### config.mk
export PLATFORM = sky130hd
export DESIGN_NAME = addr_translate_flat
export DESIGN_NICKNAME = d
export VERILOG_FILES = /design/src/hw/mmu_pkg.sv /design/src/hw/tlb_lookup_if.sv /design/src/hw/addr_translate.sv /design/src/flat_wrapper.sv
export SDC_FILE = /design/constraint.sdc
export NUM_CORES = 1
export LEC_CHECK = 0
export BUFFER_PORTS_ARGS = -buffer_cell sky130_fd_sc_hd__buf_4
export CORE_AREA = 10 10 70 95
export CTS_CLUSTER_SIZE = 24
export DETAILED_ROUTE_END_ITERATION = 12
export DIE_AREA = 0 0 80 105
export PLACE_DENSITY = 0.89
export SLEW_MARGIN = 25
export SYNTH_ARGS = -nofsm -noshare
export SYNTH_HDL_FRONTEND = slang
export SYNTH_SLANG_ARGS = --single-unit
### constraint.sdc
create_clock -name clk -period 1.9 [get_ports clk]
set_input_delay 0.57 -clock clk [delete_from_list [all_inputs] [get_ports clk]]
set_output_delay 0.57 -clock clk [all_outputs]
set_load 0.01 [all_outputs]
### src/hw/mmu_pkg.sv
package mmu_pkg;

    localparam int tlb_entries = 32;
    localparam int tlb_index_w = 5;
    localparam int vpn2_w      = 19;
    localparam int asid_w      = 8;
    localparam int pfn_w       = 20;

    typedef enum logic [2:0] {
        no_exc,
        refill_l,
        refill_s,
        invalid_l,
        invalid_s,
        modified
    } tlb_exc_t;

    typedef enum logic [1:0] {
        tlbp,
        tlbr,
        tlbwi,
        tlbwr
    } tlb_cmd_t;

    // even or odd half of an entry
    typedef struct packed {
        logic [pfn_w-1:0] pfn;
        logic [2:0]       c;
        logic             d;
        logic             v;
    } tlb_page_t;

    typedef struct packed {
        logic [vpn2_w-1:0] vpn2;
        logic [asid_w-1:0] asid;
        logic              g;
        tlb_page_t         page0;
        tlb_page_t         page1;
    } tlb_entry_t;

    // cp0 images in the architectural bit layout
    typedef struct packed {
        logic [31:0] index;
        logic [31:0] entryhi;
        logic [31:0] entrylo0;
        logic [31:0] entrylo1;
    } tlb_regs_t;

endpackage
### src/hw/tlb_lookup_if.sv
`timescale 1ns/1ps

interface tlb_lookup_if
    import mmu_pkg::*;
();

    logic [vpn2_w-1:0] vpn2;
    logic [asid_w-1:0] asid;
    // vaddr bit 12 picks the odd page
    logic              odd;
    logic              hit;
    tlb_page_t         page;

    modport requester (
        output vpn2, asid, odd,
        input  hit, page
    );

    modport responder (
        input  vpn2, asid, odd,
        output hit, page
    );

endinterface

### src/hw/addr_translate.sv
`timescale 1ns/1ps

module addr_translate
    import mmu_pkg::*;
(
    input  logic              clk,
    input  logic              rst_n,

    input  logic              req_valid,
    input  logic [31:0]       vaddr,
    input  logic [asid_w-1:0] asid,
    input  logic              wr,
    output logic              req_ready,

    output logic              res_valid,
    output logic [31:0]       paddr,
    output tlb_exc_t          exc,
    output logic              cached,
    output logic              uncached,
    input  logic              res_ready,

    tlb_lookup_if.requester   lk
);

    logic        accept;
    logic        in_kseg0;
    logic        in_kseg1;
    logic [31:0] n_paddr;
    tlb_exc_t    n_exc;
    logic        n_cached;
    logic        n_uncached;

    assign lk.vpn2 = vaddr[31:13];
    assign lk.asid = asid;
    assign lk.odd  = vaddr[12];

    assign in_kseg0 = (vaddr[31:29] == 3'b100);
    assign in_kseg1 = (vaddr[31:29] == 3'b101);

    // one item in flight so the slot frees when the result leaves
    assign req_ready = !res_valid || res_ready;
    assign accept    = req_valid && req_ready;

    always_comb begin
        n_paddr    = {lk.page.pfn, vaddr[11:0]};
        n_exc      = no_exc;
        n_cached   = 1'b0;
        n_uncached = 1'b0;
        if (in_kseg0) begin
            n_paddr  = vaddr - 32'h8000_0000;
            n_cached = 1'b1;
        end else if (in_kseg1) begin
            n_paddr    = vaddr - 32'hA000_0000;
            n_uncached = 1'b1;
        end else if (!lk.hit) begin
            n_exc = wr ? refill_s : refill_l;
        end else if (!lk.page.v) begin
            n_exc = wr ? invalid_s : invalid_l;
        end else if (wr && !lk.page.d) begin
            n_exc = modified;
        end else begin
            // c == 3 is cacheable noncoherent
            n_cached   = (lk.page.c == 3'd3);
            n_uncached = (lk.page.c != 3'd3);
        end
    end

    always_ff @(posedge clk or negedge rst_n) begin
        if (!rst_n) begin
            res_valid <= 1'b0;
            exc       <= no_exc;
            cached    <= 1'b0;
            uncached  <= 1'b0;
        end else if (accept) begin
            res_valid <= 1'b1;
            exc       <= n_exc;
            cached    <= n_cached;
            uncached  <= n_uncached;
        end else if (res_ready) begin
            res_valid <= 1'b0;
        end
    end

    always_ff @(posedge clk) begin
        if (accept) begin
            paddr <= n_paddr;
        end
    end

endmodule

### src/flat_wrapper.sv
// flat-port wrapper written by rule: the top's interface ports become plain ports
module addr_translate_flat import mmu_pkg::*;
  (clk, rst_n, req_valid, vaddr, asid, wr, req_ready, res_valid, paddr, exc, cached, uncached, res_ready, lk_vpn2, lk_asid, lk_odd, lk_hit, lk_page);
  tlb_lookup_if lk_i ();
  input  logic clk;
  input  logic rst_n;
  input  logic req_valid;
  input  logic [31:0] vaddr;
  input  logic [asid_w-1:0] asid;
  input  logic wr;
  output logic req_ready;
  output logic res_valid;
  output logic [31:0] paddr;
  output tlb_exc_t exc;
  output logic cached;
  output logic uncached;
  input  logic res_ready;
  output wire logic [$bits(lk_i.vpn2)-1:0] lk_vpn2;
  output wire logic [$bits(lk_i.asid)-1:0] lk_asid;
  output wire logic [$bits(lk_i.odd)-1:0] lk_odd;
  input wire logic [$bits(lk_i.hit)-1:0] lk_hit;
  input wire logic [$bits(lk_i.page)-1:0] lk_page;
  assign lk_vpn2 = lk_i.vpn2;
  assign lk_asid = lk_i.asid;
  assign lk_odd = lk_i.odd;
  assign lk_i.hit = lk_hit;
  assign lk_i.page = lk_page;
  addr_translate u_core (.clk(clk), .rst_n(rst_n), .req_valid(req_valid), .vaddr(vaddr), .asid(asid), .wr(wr), .req_ready(req_ready), .res_valid(res_valid), .paddr(paddr), .exc(exc), .cached(cached), .uncached(uncached), .res_ready(res_ready), .lk(lk_i));
endmodule
======== Word-level counts from Yosys, hierarchy flattened ========
Cells that the tools add are included.
word-level totals
  register bits ........................... 38
  logic and storage cells ................. 38
  output and inout bits ................... 67
  input port bits ......................... 71
cells by class
  eq/ne operators ......................... 4
  reduce and logical (&&, ||, !) cells .... 6
  add/subtract/negate cells ............... 2
  muxes and demuxes ....................... 21
operators by type and width
  cell                      number
  $mux W32                  2
  $sub A32 B32 Y32 const B  2
  $mux W3                   6
  $mux W1                   12
  $eq A3 B3 Y1 const B      2
  $eq A3 B2 Y1 const B      1
  $ne A3 B2 Y1 const B      1
  $logic_and A1 B1 Y1       2
  $logic_not A1 Y1          2
  $mux W2                   1
  $reduce_bool A2 Y1        1
  $logic_or A1 B1 Y1        1

======== Longest topological paths before layout ========
  depth in word-level cells ............... 7
  gate-level depth with buffers ........... 6
  depth with buffers taken out ............ 5

======== Worst setup path before layout ========
OpenSTA, ideal clock, no wires.
  kind .................................... input to register
  from .................................... input port res_ready
  to ...................................... register u_core.paddr[0] (enable)
  path slack .............................. 6 ps
  data arrival time ....................... 1507 ps
  setup time .............................. 387 ps
  buffers on the path ..................... 0
  stages on the path ...................... 3
  data required time ...................... 1513 ps
  cell sequence ........................... nand2b_4 > nand2_1 > inv_1
on the way
  longest elaborated chain between the ends .. 2
ends and longest elaborated chain
  element               RTL line              source
  from (decl)           flat_wrapper.sv:17    input logic res_ready;
  $logic_or A1 B1 Y1    addr_translate.sv:41  assign req_ready = !res_valid || res_ready;
  $logic_and A1 B1 Y1   addr_translate.sv:42  assign accept = req_valid && req_ready;
  net u_core.accept     addr_translate.sv:25  logic accept;
  to (signal assigned)  addr_translate.sv:86  paddr <= n_paddr;
  to (decl)             addr_translate.sv:16  output logic [31:0] paddr,
The timed path passes the listed nets, and every way through them passes these cells.
A chain may end at the register's enable or synchronous reset.

======== Final worst setup path ========
  from .................................... input port vaddr[29]
  to ...................................... register u_core.paddr[14], data pin
on the way
  longest elaborated chain between the ends .. 3
  elaborated cells on any way between the ends .. 4
  classes of those cells .................. eq/ne (2); mux (2)
ends and longest elaborated chain
  element                 RTL line              source
  from (decl)             flat_wrapper.sv:8     input logic [31:0] vaddr;
  $eq A3 B3 Y1            addr_translate.sv:38  assign in_kseg1 = (vaddr[31:29] == 3'b101);
  $mux W32                addr_translate.sv:52  end else if (in_kseg1) begin
  $mux W32 (*)            addr_translate.sv:49  if (in_kseg0) begin
  net u_core.n_paddr[14]  addr_translate.sv:28  logic [31:0] n_paddr;
Mark *: on every way through the listed nets, which the timed path passes. The rest lies on a longest branch.

==> results.txt <==
----------------------------------------------------
[Cells and area]
  Fraction of final layout cells sized beyond drive strength 1 ... 0.6853
  Post-route cell area ... between 2000 and 3000 sq um
  Post-route core utilization ... 0.5862
  Fin cells ... 296
  ANT cells ... 0
  Post-layout net count ... 305
  Area delta synth->final ... 50.99%

[CTS]
  Clock edge transition at the registers on the reported setup and hold paths ... 0.07 ns
  TritonCTS Buffers ... 5
  Buffer type at the clock tree root ... sky130_fd_sc_hd__clkbuf_8
  Number of post-CTS setup repair buffers ... 0
  TritonCTS clock tree ... built
  Number of buffers on the longest clock path ... 2
  Quantity of hold-fixing buffers added after cts ... 0
  Clock latency of the later-clocked register in the worst-skew pair ... 0.28 ns
  Clock Sink Count ... 38
  Number of instances resized during post-cts repair ... 0
  Clock H-tree levels ... 2

[Timing]
  Total Negative Setup Slacks ... 0 ns
  Final clock skew ... 0.004146 ns
  Max-slew violation count ... 0
  RSZ-0062 raised after global routing ... false
  Final hold vios ... 0
  Final min period ... approximately 1.6 ns
  Hold Slack ... 0.07619 ns
  Maximum frequency from static timing analysis ... 622.4 MHz
  Final worst path period share ... 0.8456
  Number of setup violations in the final report ... 0
  Transition at the pin with the smallest max-transition slack ... approximately 0.22 ns
  Tightest slew margin relative to the limit ... 0.8539

[Power and ir drop]
  Pwr/cell area ... 782.8 nW/um^2
  Fraction of power spent switching nets ... 0.2125
  Leakage power of the design ... 1.357 nW
  Peak ir drop on the vdd network ... approximately 0.34 mV
  Sequential cell fraction of total power ... 0.444
  NetSw ... 0.0004759 W
  Power Internal ... between 0.0015 and 0.002 W
  Proportion of power drawn by the clock network ... 0.360
  Combinational cell fraction of total power ... 0.196

[Place]
  Total of buffers placed on input and output ports ... approximately 120
  DP HPWL ... 4356 um
  Placed cell count ... 288
  Final weighted congestion of routability-driven global placement ... 0.7089
  Area after detailed placement ... between 2000 and 3000 sq um

[Yosys]
  Top cells by area in the synthesized netlist ... sky130_fd_sc_hd__edfxtp_1, sky130_fd_sc_hd__mux2_4, sky130_fd_sc_hd__buf_4
  Fraction of registers with async set/reset ... 0.1579
  Post-synthesis area per instance ... 15.15 sq um
  EDFF count, synth ... 32
  Most frequent cells after synthesis ... sky130_fd_sc_hd__edfxtp_1, sky130_fd_sc_hd__buf_4, sky130_fd_sc_hd__mux2_4
  Prevailing post-synth register cell ... sky130_fd_sc_hd__edfxtp_1
  Share of the synthesized area in the top cell type ... 0.5073
  Syn nets ... between 150 and 200
  Cell count after synthesis ... 125
  Sequential element share of the synthesized area ... 0.5865
  Synthesis warning total ... 0
  Distinct cell type count of the synthesized netlist ... 26
  Yosys top cell by area ... sky130_fd_sc_hd__edfxtp_1
  Flip-flop and latch count after synthesis ... 38
  Count leader, synth ... sky130_fd_sc_hd__edfxtp_1
  Post-Syn Area ... 1894 sq um

[Die]
  Chip height ... 105 um
  Placement row count ... 30
  Area of the die ... 8400 sq um
  Placeable core area ... approximately 4900 sq um
  Number of placed I/O pins ... 138
  Die X-Extent ... 80 um
  Initial cell density of the core ... 0.3882

[Setup path]
  Worst reg2reg setup slack ... 0.59 ns
  Number of buffers and inverters on the critical path ... 3
  Worst stage delay on the critical path ... 0.32 ns
  Required time of the critical path ... 1.93 ns
  CP max FO ... 20
  Standard cell with the maximum stage delay on the critical path ... sky130_fd_sc_hd__mux2_4
  Data arrival at the endpoint of the critical path ... 1.64 ns
  Critical path launch point type ... primary input
  CP cell instances ... buf_4 -> inv_1 -> ha_1 -> o21ai_2 -> buf_12 -> mux2_4
  Family of cells with the greatest summed delay on the critical path ... buffers and inverters
  Crit end category ... flip-flop
  Startpoint-to-endpoint class of the critical path ... primary input to flip-flop

[Global routing]
  Largest net degree at the start of global routing ... 21
  Residual overflow from global routing ... 0
  Number of global-route vias before repair ... 1482
  Global-route wire length before repair ... 7603 um
  Initial antenna violation count ... 0
  Global-route usage over all layers ... 0.1152

[Run]
  Max-cap violations ... 0

[Routing]
  Wire length per cell ... 16.97 um
  Detailed-route via count ... approximately 1300
  Initial DRT Pass Iterations ... 4
  Via count normalized by instance count ... 4.517
  Number of DRC violations after detailed routing ... 0
  Total wire length ... between 5000 and 6000 um
  Remaining number of nets flagged by the antenna check after routing ... 0
  Violation count after the first detailed-routing iteration ... 33

[Run status]
  Status ... completed

[Min path]
  Min-delay worst type ... primary input to asynchronous set/reset pin

----------------------------------------------------
## registers in the layout (all words and copies together), names as in the netlist
name              flops
u_core.res_valid      1
u_core.paddr         32
u_core.uncached       1
u_core.cached         1
u_core.exc            3
## cell type report
cell class | instances | area (sq um)
clock inverters | 3 | 68.82
fillers | 432 | 2019
multi-input cells | 52 | 531.8
flip-flops and latches | 38 | 1111
inverters | 5 | 18.77
clock buffers | 5 | 68.82
repair buffers | 129 | 980.9
well taps | 64 | 80.08
## worst register-to-register path, stage by stage (launching register included)
cell	delay [ns]
sky130_fd_sc_hd__dfrtp_1	0.41
sky130_fd_sc_hd__nand2b_4	0.11
sky130_fd_sc_hd__nand2_1	0.13
sky130_fd_sc_hd__inv_1	0.10
sky130_fd_sc_hd__buf_4	0.24
## cells by family after synthesis
kind of cell	count (synthesis)	share of synthesized area
flops	38	0.5865
buf+inv	35	0.1328
mux	18	0.1407
simple gates	17	0.06275
compound gates	14	0.05747
fa+ha+maj	3	0.01982
## path summary, 6_finish.rpt
path,end,cells past startpoint,startpoint
worst min register to register,u_core.uncached$_DFFE_PN0P_,1,u_core.uncached$_DFFE_PN0P_
worst max register to register,u_core.paddr[2]$_DFFE_PP_,4,u_core.res_valid$_DFFE_PN0P_
max in group asynchronous,u_core.res_valid$_DFFE_PN0P_,1,rst_n
worst min-delay path,u_core.exc[0]$_DFFE_PN0P_,1,rst_n
min in group clk,u_core.paddr[9]$_DFFE_PP_,1,vaddr[9]
worst max-delay path,u_core.paddr[14]$_DFFE_PP_,6,vaddr[29]
## routing by layer
metal,GRT usage,share of wire,vias up
met5,0,0,-
met4,0.04293,0.016,0
met3,0.05317,0.10,6
met2,0.2142,0.56,71
met1,0.1024,0.32,623
li1,-,-,637
## placed cells by master, fill, tap and decap left out, types with 2 or more instances in the layout
cell type	netlist	layout
sky130_fd_sc_hd__buf_4	28	128
sky130_fd_sc_hd__edfxtp_1	32	32
sky130_fd_sc_hd__mux2_4	17	17
sky130_fd_sc_hd__nand2_1	6	6
sky130_fd_sc_hd__dfrtp_1	6	6
sky130_fd_sc_hd__inv_1	5	5
sky130_fd_sc_hd__clkbuf_8	0	5
sky130_fd_sc_hd__o2bb2ai_1	4	4
sky130_fd_sc_hd__nand2b_1	3	3
sky130_fd_sc_hd__ha_1	3	3
sky130_fd_sc_hd__o21ai_0	2	2
sky130_fd_sc_hd__a22o_1	2	2
sky130_fd_sc_hd__nand3_1	2	2
sky130_fd_sc_hd__bufinv_16	0	2
## through the flow
| step | setup slack [ns] | power [W] |
|---|---|---|
| 2_1_floorplan | 0.005764 | 0.001232 |
| 3_3_place_gp | 0.02140 | 0.001447 |
| 3_5_place_dp | -0.02161 | 0.001461 |
| 4_1_cts | 0.2934 | 0.002270 |
| 5_1_grt | 0.2319 | 0.002347 |
| 6_report | 0.2934 | 0.002239 |
## power groups by stage
stage / registers [W] / clock network [W] / logic (W)
5_1_grt: 0.000999 / 0.000871 / 0.000478
6_report: 0.000994 / 0.000806 / 0.000439
3_3_place_gp: 0.00101 / 0 / 0.000437
4_1_cts: 0.000995 / 0.000827 / 0.000449
3_5_place_dp: 0.00101 / 0 / 0.000448
2_1_floorplan: 0.00104 / 0 / 0.000189
Note: power is estimated with default switching activity, not from simulation.
