File: src/hw/mmu_pkg.sv
package mmu_pkg;

    localparam int tlb_entries = 32;
    localparam int tlb_index_w = 5;
    localparam int vpn2_w      = 19;
    localparam int asid_w      = 8;
    localparam int pfn_w       = 20;

    typedef enum logic [2:0] {
        no_exc,
        refill_l,
        refill_s,
        invalid_l,
        invalid_s,
        modified
    } tlb_exc_t;

    typedef enum logic [1:0] {
        tlbp,
        tlbr,
        tlbwi,
        tlbwr
    } tlb_cmd_t;

    // even or odd half of an entry
    typedef struct packed {
        logic [pfn_w-1:0] pfn;
        logic [2:0]       c;
        logic             d;
        logic             v;
    } tlb_page_t;

    typedef struct packed {
        logic [vpn2_w-1:0] vpn2;
        logic [asid_w-1:0] asid;
        logic              g;
        tlb_page_t         page0;
        tlb_page_t         page1;
    } tlb_entry_t;

    // cp0 images in the architectural bit layout
    typedef struct packed {
        logic [31:0] index;
        logic [31:0] entryhi;
        logic [31:0] entrylo0;
        logic [31:0] entrylo1;
    } tlb_regs_t;

endpackage
File: src/hw/tlb_maint.sv
`timescale 1ns/1ps

module tlb_maint
    import mmu_pkg::*;
(
    input  logic                   clk,
    input  logic                   rst_n,

    input  logic                   cmd_valid,
    input  tlb_cmd_t               cmd,
    input  tlb_regs_t              cmd_regs,
    output logic                   cmd_ready,
    output logic                   done,
    output tlb_regs_t              res_regs,

    output logic                   wr_en,
    output logic [tlb_index_w-1:0] wr_index,
    output tlb_entry_t             wr_entry,
    output logic [tlb_index_w-1:0] rd_index,
    output logic [vpn2_w-1:0]      probe_vpn2,
    output logic [asid_w-1:0]      probe_asid,
    input  tlb_entry_t             rd_entry,
    input  logic                   probe_hit,
    input  logic [tlb_index_w-1:0] probe_index
);

    logic [tlb_index_w-1:0] rand_idx;
    logic                   accept;
    tlb_regs_t              n_regs;

    // entrylo layout with pfn at 25:6, c at 5:3, d at 2, v at 1 and g at 0
    function automatic logic [31:0] pack_lo(input tlb_page_t pg, input logic g);
        return {6'b0, pg.pfn, pg.c, pg.d, pg.v, g};
    endfunction

    assign cmd_ready = !done;
    assign accept    = cmd_valid && cmd_ready;

    assign wr_en    = accept && (cmd == tlbwi || cmd == tlbwr);
    assign wr_index = (cmd == tlbwr) ? rand_idx : cmd_regs.index[tlb_index_w-1:0];

    assign wr_entry.vpn2  = cmd_regs.entryhi[31:13];
    assign wr_entry.asid  = cmd_regs.entryhi[asid_w-1:0];
    assign wr_entry.g     = cmd_regs.entrylo0[0] & cmd_regs.entrylo1[0];
    assign wr_entry.page0 = {cmd_regs.entrylo0[25:6], cmd_regs.entrylo0[5:3],
                             cmd_regs.entrylo0[2], cmd_regs.entrylo0[1]};
    assign wr_entry.page1 = {cmd_regs.entrylo1[25:6], cmd_regs.entrylo1[5:3],
                             cmd_regs.entrylo1[2], cmd_regs.entrylo1[1]};

    assign rd_index   = cmd_regs.index[tlb_index_w-1:0];
    assign probe_vpn2 = cmd_regs.entryhi[31:13];
    assign probe_asid = cmd_regs.entryhi[asid_w-1:0];

    always_comb begin
        n_regs = cmd_regs;
        case (cmd)
            tlbp: n_regs.index = {!probe_hit, {(31 - tlb_index_w){1'b0}}, probe_index};
            tlbr: begin
                n_regs.entryhi  = {rd_entry.vpn2, 5'b0, rd_entry.asid};
                n_regs.entrylo0 = pack_lo(rd_entry.page0, rd_entry.g);
                n_regs.entrylo1 = pack_lo(rd_entry.page1, rd_entry.g);
            end
            default: ;
        endcase
    end

    always_ff @(posedge clk or negedge rst_n) begin
        if (!rst_n) begin
            rand_idx <= tlb_index_w'(tlb_entries - 1);
            done     <= 1'b0;
        end else begin
            rand_idx <= (rand_idx == '0) ? tlb_index_w'(tlb_entries - 1) : rand_idx - 1'b1;
            done     <= accept;
        end
    end

    always_ff @(posedge clk) begin
        if (accept) begin
            res_regs <= n_regs;
        end
    end

endmodule

File: config.mk
export PLATFORM = sky130hd
export DESIGN_NAME = tlb_maint
export DESIGN_NICKNAME = d
export VERILOG_FILES = /design/src/hw/mmu_pkg.sv /design/src/hw/tlb_maint.sv
export SDC_FILE = /design/constraint.sdc
export NUM_CORES = 1
export LEC_CHECK = 0
export BUFFER_PORTS_ARGS = -buffer_cell sky130_fd_sc_hd__buf_4
export CAP_MARGIN = 20
export CORE_AREA = 2 2 181 183
export DETAILED_ROUTE_END_ITERATION = 8
export DIE_AREA = 0 0 183 185
export HOLD_SLACK_MARGIN = 0.08
export PLACE_DENSITY_LB_ADDON = 0.25
export SETUP_SLACK_MARGIN = 0.02
export SLEW_MARGIN = 15
export SYNTH_ARGS = -nofsm -noshare
export SYNTH_HDL_FRONTEND = slang
export SYNTH_SLANG_ARGS = --single-unit
File: constraint.sdc
create_clock -name clk -period 11.35 [get_ports clk]
set_input_delay 1.7025 -clock clk [delete_from_list [all_inputs] [get_ports clk]]
set_output_delay 1.7025 -clock clk [all_outputs]
set_load 0.03 [all_outputs]
# After elaboration in Yosys (flattened, before gate mapping)

Index checks and enable logic that the tools add are counted.

Latch bits: 0
Input bits: 217
Memories kept: 0
Word-level logic and storage cells: 26
Memory bits (read-only): 0
Bits in registers: 134
RAM bits: 0

Mux-type cells: 4
Multiply operators: 0
Shift-type cells: 0
Divide/modulo/power cells: 0
Bitwise operators: 1
Add/subtract/negate cells: 1
Order comparisons: 0
Eq/ne operators: 3
Reductions and logical operators: 7

Operator list:

| operator              | count |
|---|---|
| $mux W96              | 1 |
| $mux W32              | 1 |
| $mux W5               | 2 |
| $logic_not A5 Y1      | 1 |
| $sub A5 B1 Y5 const B | 1 |
| $eq A2 B2 Y1 const B  | 2 |
| $eq A2 B1 Y1 const B  | 1 |
| $logic_and A1 B1 Y1   | 2 |
| $logic_not A1 Y1      | 2 |
| $logic_not A2 Y1      | 1 |
| $and A1 B1 Y1         | 1 |
| $logic_or A1 B1 Y1    | 1 |

# Longest topological paths before layout

Gate-level depths: netlist (run 1).

Depth after elaboration: 3
Mapped depth: 6

# Worst setup path after synthesis (run 1)

OpenSTA, ideal clock, no wires.

Path kind: input-to-output
Start point: input cmd_valid
End point: output wr_en
Path buffers: 0
Stages on the path: 2
Arrival time: 8.057 ns
Setup slack: 1.590 ns
Data required time: 9.648 ns
Cell sequence: nor2b_1 > and2_1

Word-level cells in the longest chain between the ends: 2

Ends and longest elaborated chain:

| what                | RTL line        | RTL |
|---|---|---|
| from (decl)         | tlb_maint.sv:9  | `input logic cmd_valid,` |
| $logic_and A1 B1 Y1 | tlb_maint.sv:37 | `assign accept = cmd_valid && cmd_ready;` |
| $logic_and A1 B1 Y1 | tlb_maint.sv:39 | `assign wr_en = accept && (cmd == tlbwi \|\| cmd == tlbwr);` |
| to (decl)           | tlb_maint.sv:16 | `output logic wr_en,` |

Every way passes these cells.

# Worst setup path in the final report (run 1)

Start point: input cmd[1]
End point: output wr_index[2]

Word-level cells in the longest chain between the ends: 2

Ends and longest elaborated chain:

| what         | RTL line        | RTL |
|---|---|---|
| from (decl)  | tlb_maint.sv:10 | `input tlb_cmd_t cmd,` |
| $eq A2 B2 Y1 | tlb_maint.sv:40 | `assign wr_index = (cmd == tlbwr) ? rand_idx : cmd_regs.index[tlb_index_w-1:0];` |
| $mux W5      | tlb_maint.sv:40 |  |
| to (decl)    | tlb_maint.sv:17 | `output logic [tlb_index_w-1:0] wr_index,` |

Every way passes these cells.

==> results_dict.tcl, run 1 <==
set metrics [dict create \
    fp.coreArea_sq_mm 0.03204 \
    clock_skew_ns 0.006120 \
    ys_ff_latch 134 \
    start_kind "primary input" \
    ant_nets 0 \
    relSlewSlack_pct 40.28 \
    setup_violations 0 \
    wire_per_inst_um 16.42 \
    hold_viol_final 0 \
    final_cell_mix "466 x buf_4, 128 x edfxtp_1, 75 x mux2_2" \
    drc 0 \
    ios 463 \
    die_h_um 185 \
    place_ws_ns 7.049 \
    slew_violations 0 \
    synth_top_cell_area_share_pct 60.37 \
    slowest_delay_ns 0.38 \
    critPathLaunch "cmd[1]" \
    min_path_type "reg2reg" \
    hpwl_mm 15.24 \
    design_area_sq_mm 0.01013 \
    synthCells 418 \
    power.internal_uw 1110 \
    final_cells 1202 \
    ctsHoldBuffers 0 \
    end_kind "primary output" \
    synth.distinct_cells 26 \
    layout_commonest_cell "buf_4" \
    outcome "completed" \
    area_growth_pct 59.05 \
    timing.final.crit_share_pct 37.84 \
    drt-initial-drc-count 83 \
    syn_avg_cell_area_sq_um 15.23 \
    synth_nets 636 \
    cts_root_buffer "clkbuf_16" \
    switching_share_pct 27.09 \
    crit_chain "buf_4, nand2_1, mux2_2, buf_4" \
    crit_top_cell "buf_4" \
    p_switching_uw 412.3 \
    grt.total_usage_pct 11.00 \
    nets 998 \
    clock-sinks 134 \
    max_clock_freq_mhz 232.8 \
    max-vdd-ir-drop_mv 0.08831 \
    cts_made_buffers 17 \
    path_max_fanout 7 \
    dieArea_sq_mm 0.03386 \
    worst_slew_pin_slew_ns 0.8958 \
    finalWirelength_mm 19.73 \
    cts_resized 0 \
    initial_core_util_pct 19.87 \
    synth_area_sq_mm 0.006367 \
    crit_required_ns 9.65 \
    crit_type "in2out" \
    dp.cells 1169 \
    arrival_ns 2.59 \
    hold_path.startpoint "rand_idx[0]" \
    num_rows 66 \
    drive_gt1_share_pct 74.65 \
    cts_buffer_depth 2 \
    dieWidth_um 183 \
    period_minus_slack_ns 4.295 \
    grt_pass1_wl_mm 27.22 \
    clkLatencyLatePin_ns 0.41 \
    vias_per_cell 3.713 \
    hold_ws_ns 0.4564 \
    combPwrFrac_pct 20.5 \
    ys_top_cells_by_area "edfxtp_1 60%, buf_4 14%, mux2_2 13%" \
    maxCapViolations 0 \
    r2r-start "done" \
    htreeDepth 4 \
    p_clk_share_pct 40.8 \
    gr-total-overflow 0 \
    tns_ns 0 \
    place_area_sq_mm 0.009473 \
    grt_setup_unrepaired "no" \
    cts_tree "yes" \
    p_leak_uw 0.004408 \
    io_buffers 462 \
    ys_warn_count 0 \
    synth_top_area_cell "edfxtp_1" \
    synth-seq-area-share_pct 62.82 \
    path_clk_slew_ns 0.06 \
    finalWorstSetupSlack_ns 7.055 \
    place_congestion 0.7344 \
    grt_pass1_vias 4549 \
    firstDrtPassIters 4 \
    slowest_stage "mux2_2" \
    grt_max_degree 68 \
    antenna_found_initial 1 \
    seq_power_share_pct 38.7 \
    p_per_area_mw_per_mm2 150.3 \
    post_cts_buffers 0 \
    vias 4463 \
]
metal layers:
layer | GRT usage, % | vias to the layer above | share of wire, %
met5 | 0 | - | 0
met3 | 4.758 | 11 | 10
met4 | 3.744 | 0 | 1.4
met1 | 10.99 | 2089 | 35
met2 | 20.39 | 263 | 53
li1 | - | 2100 | -
area by class of cell:
type / instances / area [sq um]
repair buffers: 466 / 3498
flip-flops and latches: 134 / 4000
multi-input cells: 156 / 1445
diodes: 1 / 2.502
well taps: 408 / 510.5
inverters: 5 / 18.77
fillers: 3257 / 21910
clock buffers: 17 / 425.4
clock inverters: 15 / 226.5
sequential cells by signal, summed over array words and instances (netlist names):
name	flops
res_regs	128
done	1
rand_idx	5
metrics by stage:
step	util, %	total power [uW]
floorplan	-	790.9
global placement	29.57	915.2
detailed placement	29.57	916.5
CTS	31.60	1557
global route	31.60	1586
finish	31.61	1522
power groups by stage:
stage / clock network [uW] / registers (uW) / logic [uW]
floorplan: 0 / 663 / 128
global placement: 0 / 599 / 316
detailed placement: 0 / 600 / 317
CTS: 650 / 589 / 317
global route: 666 / 592 / 329
finish: 622 / 589 / 312
worst max-delay path: cells and delay by family:
| kind | cells | cell delay (ns) |
|---|---|---|
| buffers and inverters | 2 | 0.31 |
| AND/OR/NAND/NOR | 1 | 0.20 |
| multiplexers | 1 | 0.38 |
final timing paths:
kind | end | slack (ns) | cells after the start
worst max-delay path | wr_index[2] | 7.06 | 4
worst min-delay path | rand_idx[0] | 0.46 | 1
worst max register to register | res_regs[112] | 8.81 | 3
worst min register to register | rand_idx[0] | 0.46 | 1
max in group asynchronous | rand_idx[0] | 10.06 | 1
min in group asynchronous | done | 1.08 | 1
cell families after synthesis:
family,synth area share (%)
multiplexers,15.62
flip-flops,62.82
buffers and inverters,14.80
AND/OR/NAND/NOR,5.561
XOR/XNOR,0.2752
adder cells (fa/ha/maj),0.1965
AO/OA/AOI/OAI,0.7270
cells in the mapped netlist, drive strengths merged:
cell type / count
dfstp: 5
o22a: 1
o21ai: 5
buf: 121
nand3b: 1
xnor2: 1
xor2: 1
nor2b: 45
dfrtp: 1
nand2: 7
nor2: 3
or2: 1
mux2: 85
edfxtp: 128
clkbuf: 2
o31ai: 1
nand2b: 2
ha: 1
and2: 1
inv: 5
a21oi: 1
(Power assumes the default switching activity.)
==> inputs of run 2 (changes only) <==
- CORE_AREA: 2 2 181 183 -> 2 2 180 182
- DIE_AREA: 0 0 183 185 -> 0 0 182 184
- clock period: 11.35 -> 3.85 ns (I/O delays scaled with it)
==> results_dict.tcl, run 2 (synthesis results as in run 1) <==
set metrics [dict create \
    crit_type "in2out" \
    cts_tree "yes" \
    cts_made_buffers 17 \
    fillers 3202 \
    final_cells 1194 \
    path_max_fanout 7 \
    grt_pass1_wl_mm 28.97 \
    top_register "res_regs" \
    switching_share_pct 26.39 \
    ios 463 \
    drc 0 \
    dp.cells 1163 \
    hpwl_mm 15.90 \
    seq_power_share_pct 38.5 \
    final_cell_mix "465 x buf_4, 128 x edfxtp_1, 75 x mux2_2" \
    firstDrtPassIters 4 \
    worst_slew_pin_slew_ns 0.9309 \
    die_h_um 184 \
    combPwrFrac_pct 20.5 \
    htreeDepth 4 \
    nets 999 \
    clkLatencyLatePin_ns 0.43 \
    area_growth_pct 59.25 \
    place_congestion 0.6972 \
    timing.final.crit_share_pct 52.52 \
    period_minus_slack_ns 2.022 \
    hold_viol_final 0 \
    cts_buffer_depth 2 \
    grt_pass1_vias 4644 \
    multi_input_area_sq_mm 0.001440 \
    arrival_ns 1.44 \
    dieArea_sq_mm 0.03349 \
    critPathLaunch "cmd[1]" \
    start_kind "primary input" \
    gr-total-overflow 0 \
    power.internal_uw 3326 \
    clock-sinks 134 \
    p_per_area_mw_per_mm2 445.6 \
    finalWirelength_mm 20.65 \
    drive_gt1_share_pct 74.49 \
    grt.total_usage_pct 11.97 \
    cts_root_buffer "clkbuf_16" \
    relSlewSlack_pct 37.94 \
    min_path_type "in2reg" \
    initial_core_util_pct 20.28 \
    top_regs "res_regs x128, rand_idx x5, done x1" \
    max-vdd-ir-drop_mv 0.2689 \
    vias_per_cell 3.773 \
    maxCapViolations 0 \
    grt_setup_unrepaired "no" \
    grt_max_degree 98 \
    setup_violations 0 \
    tns_ns 0 \
    slew_violations 0 \
    hold_path.startpoint "cmd_regs[60]" \
    p_leak_uw 0.004420 \
    diodes 0 \
    p_clk_share_pct 41.1 \
    drt-initial-drc-count 109 \
    clock_skew_ns 0.005822 \
    io_buffers 462 \
    layout_commonest_cell "buf_4" \
    outcome "completed" \
    wire_per_inst_um 17.29 \
    design_area_sq_mm 0.01014 \
    antenna_found_initial 0 \
    place_area_sq_mm 0.009473 \
    num_rows 65 \
    r2r-start "done" \
    vias 4505 \
    crit_required_ns 3.27 \
    fp.coreArea_sq_mm 0.03139 \
    dieWidth_um 182 \
    largest_reg_flops 128 \
    register_area_sq_mm 0.004000 \
    max_clock_freq_mhz 494.6 \
    end_kind "primary output" \
    ant_nets 0 \
    p_switching_uw 1192 \
    path_clk_slew_ns 0.06 \
]
[run 2: cell count changes in the layout (fill, tap and decap cells not counted)]
| cell | change |
|---|---|
| inv_6 | -2 |
| buf_12 | +1 |
| buf_4 | -1 |
| bufinv_16 | +1 |
| clkinvlp_4 | -1 |
| diode_2 | -1 |
| dlygate4sd3_1 | +1 |
| nor2_2 | +1 |
| nor2_4 | -1 |
[run 2: worst paths after layout]
check / end / slack (ns) / cells past startpoint
setup / recovery: wr_index[4] / 1.83 / 4
hold / removal: res_regs[60] / 0.44 / 2
setup reg to reg: res_regs[81] / 2.11 / 2
hold reg to reg: rand_idx[0] / 0.45 / 1
max in group asynchronous: rand_idx[2] / 3.16 / 2
min in group asynchronous: done / 0.49 / 2
[run 2: cell type report]
cell class	count	area share (%)
clock buffers	17	4.195
flip-flops and latches	134	39.45
inverters	5	0.1851
repair buffers	467	34.72
multi-input cells	156	14.20
clock inverters	13	2.283
well taps	402	4.961
[run 2: power groups by stage]
stage / clock [uW] / combinational, uW / sequential [uW]
global route: 2000 / 976 / 1750
CTS: 1940 / 942 / 1740
floorplan: 0 / 377 / 1940
global placement: 0 / 934 / 1770
detailed placement: 0 / 939 / 1770
finish: 1860 / 924 / 1740
[run 2: timing repair]
item | in CTS | in global routing
setup endpoints to repair | 0 | 0
resized for setup | 0 | 0
hold buffers | 1 | 0
endpoints found under the hold margin | 1 | 0
buffers inserted | 0 | 0
[run 2: stage by stage]
step                      power [uW]  utilization, %  hold WS (ns)  setup WS, ns
after floorplan                 2321               -        0.2819        0.2728
after global placement          2702           30.18        0.3896         1.823
after detailed placement        2710           30.18        0.3878         1.797
after CTS                       4621           32.30        0.3983         1.820
after global routing            4718           32.30        0.4087         1.790
final                           4518           32.30        0.4368         1.828
[run 2: worst max-delay path, stage by stage]
cell and delay [ns]:
buf_4 0.14, nand2_1 0.20, mux2_2 0.36, buf_4 0.17
[run 2: metal layers]
layer | vias up | track usage (%) | wire length (um)
li1 | 2101 | - | -
met1 | 2120 | 12.26 | 7453
met2 | 266 | 21.65 | 10890
met3 | 18 | 4.952 | 1948
met4 | 0 | 4.806 | 354
met5 | - | 0 | 0
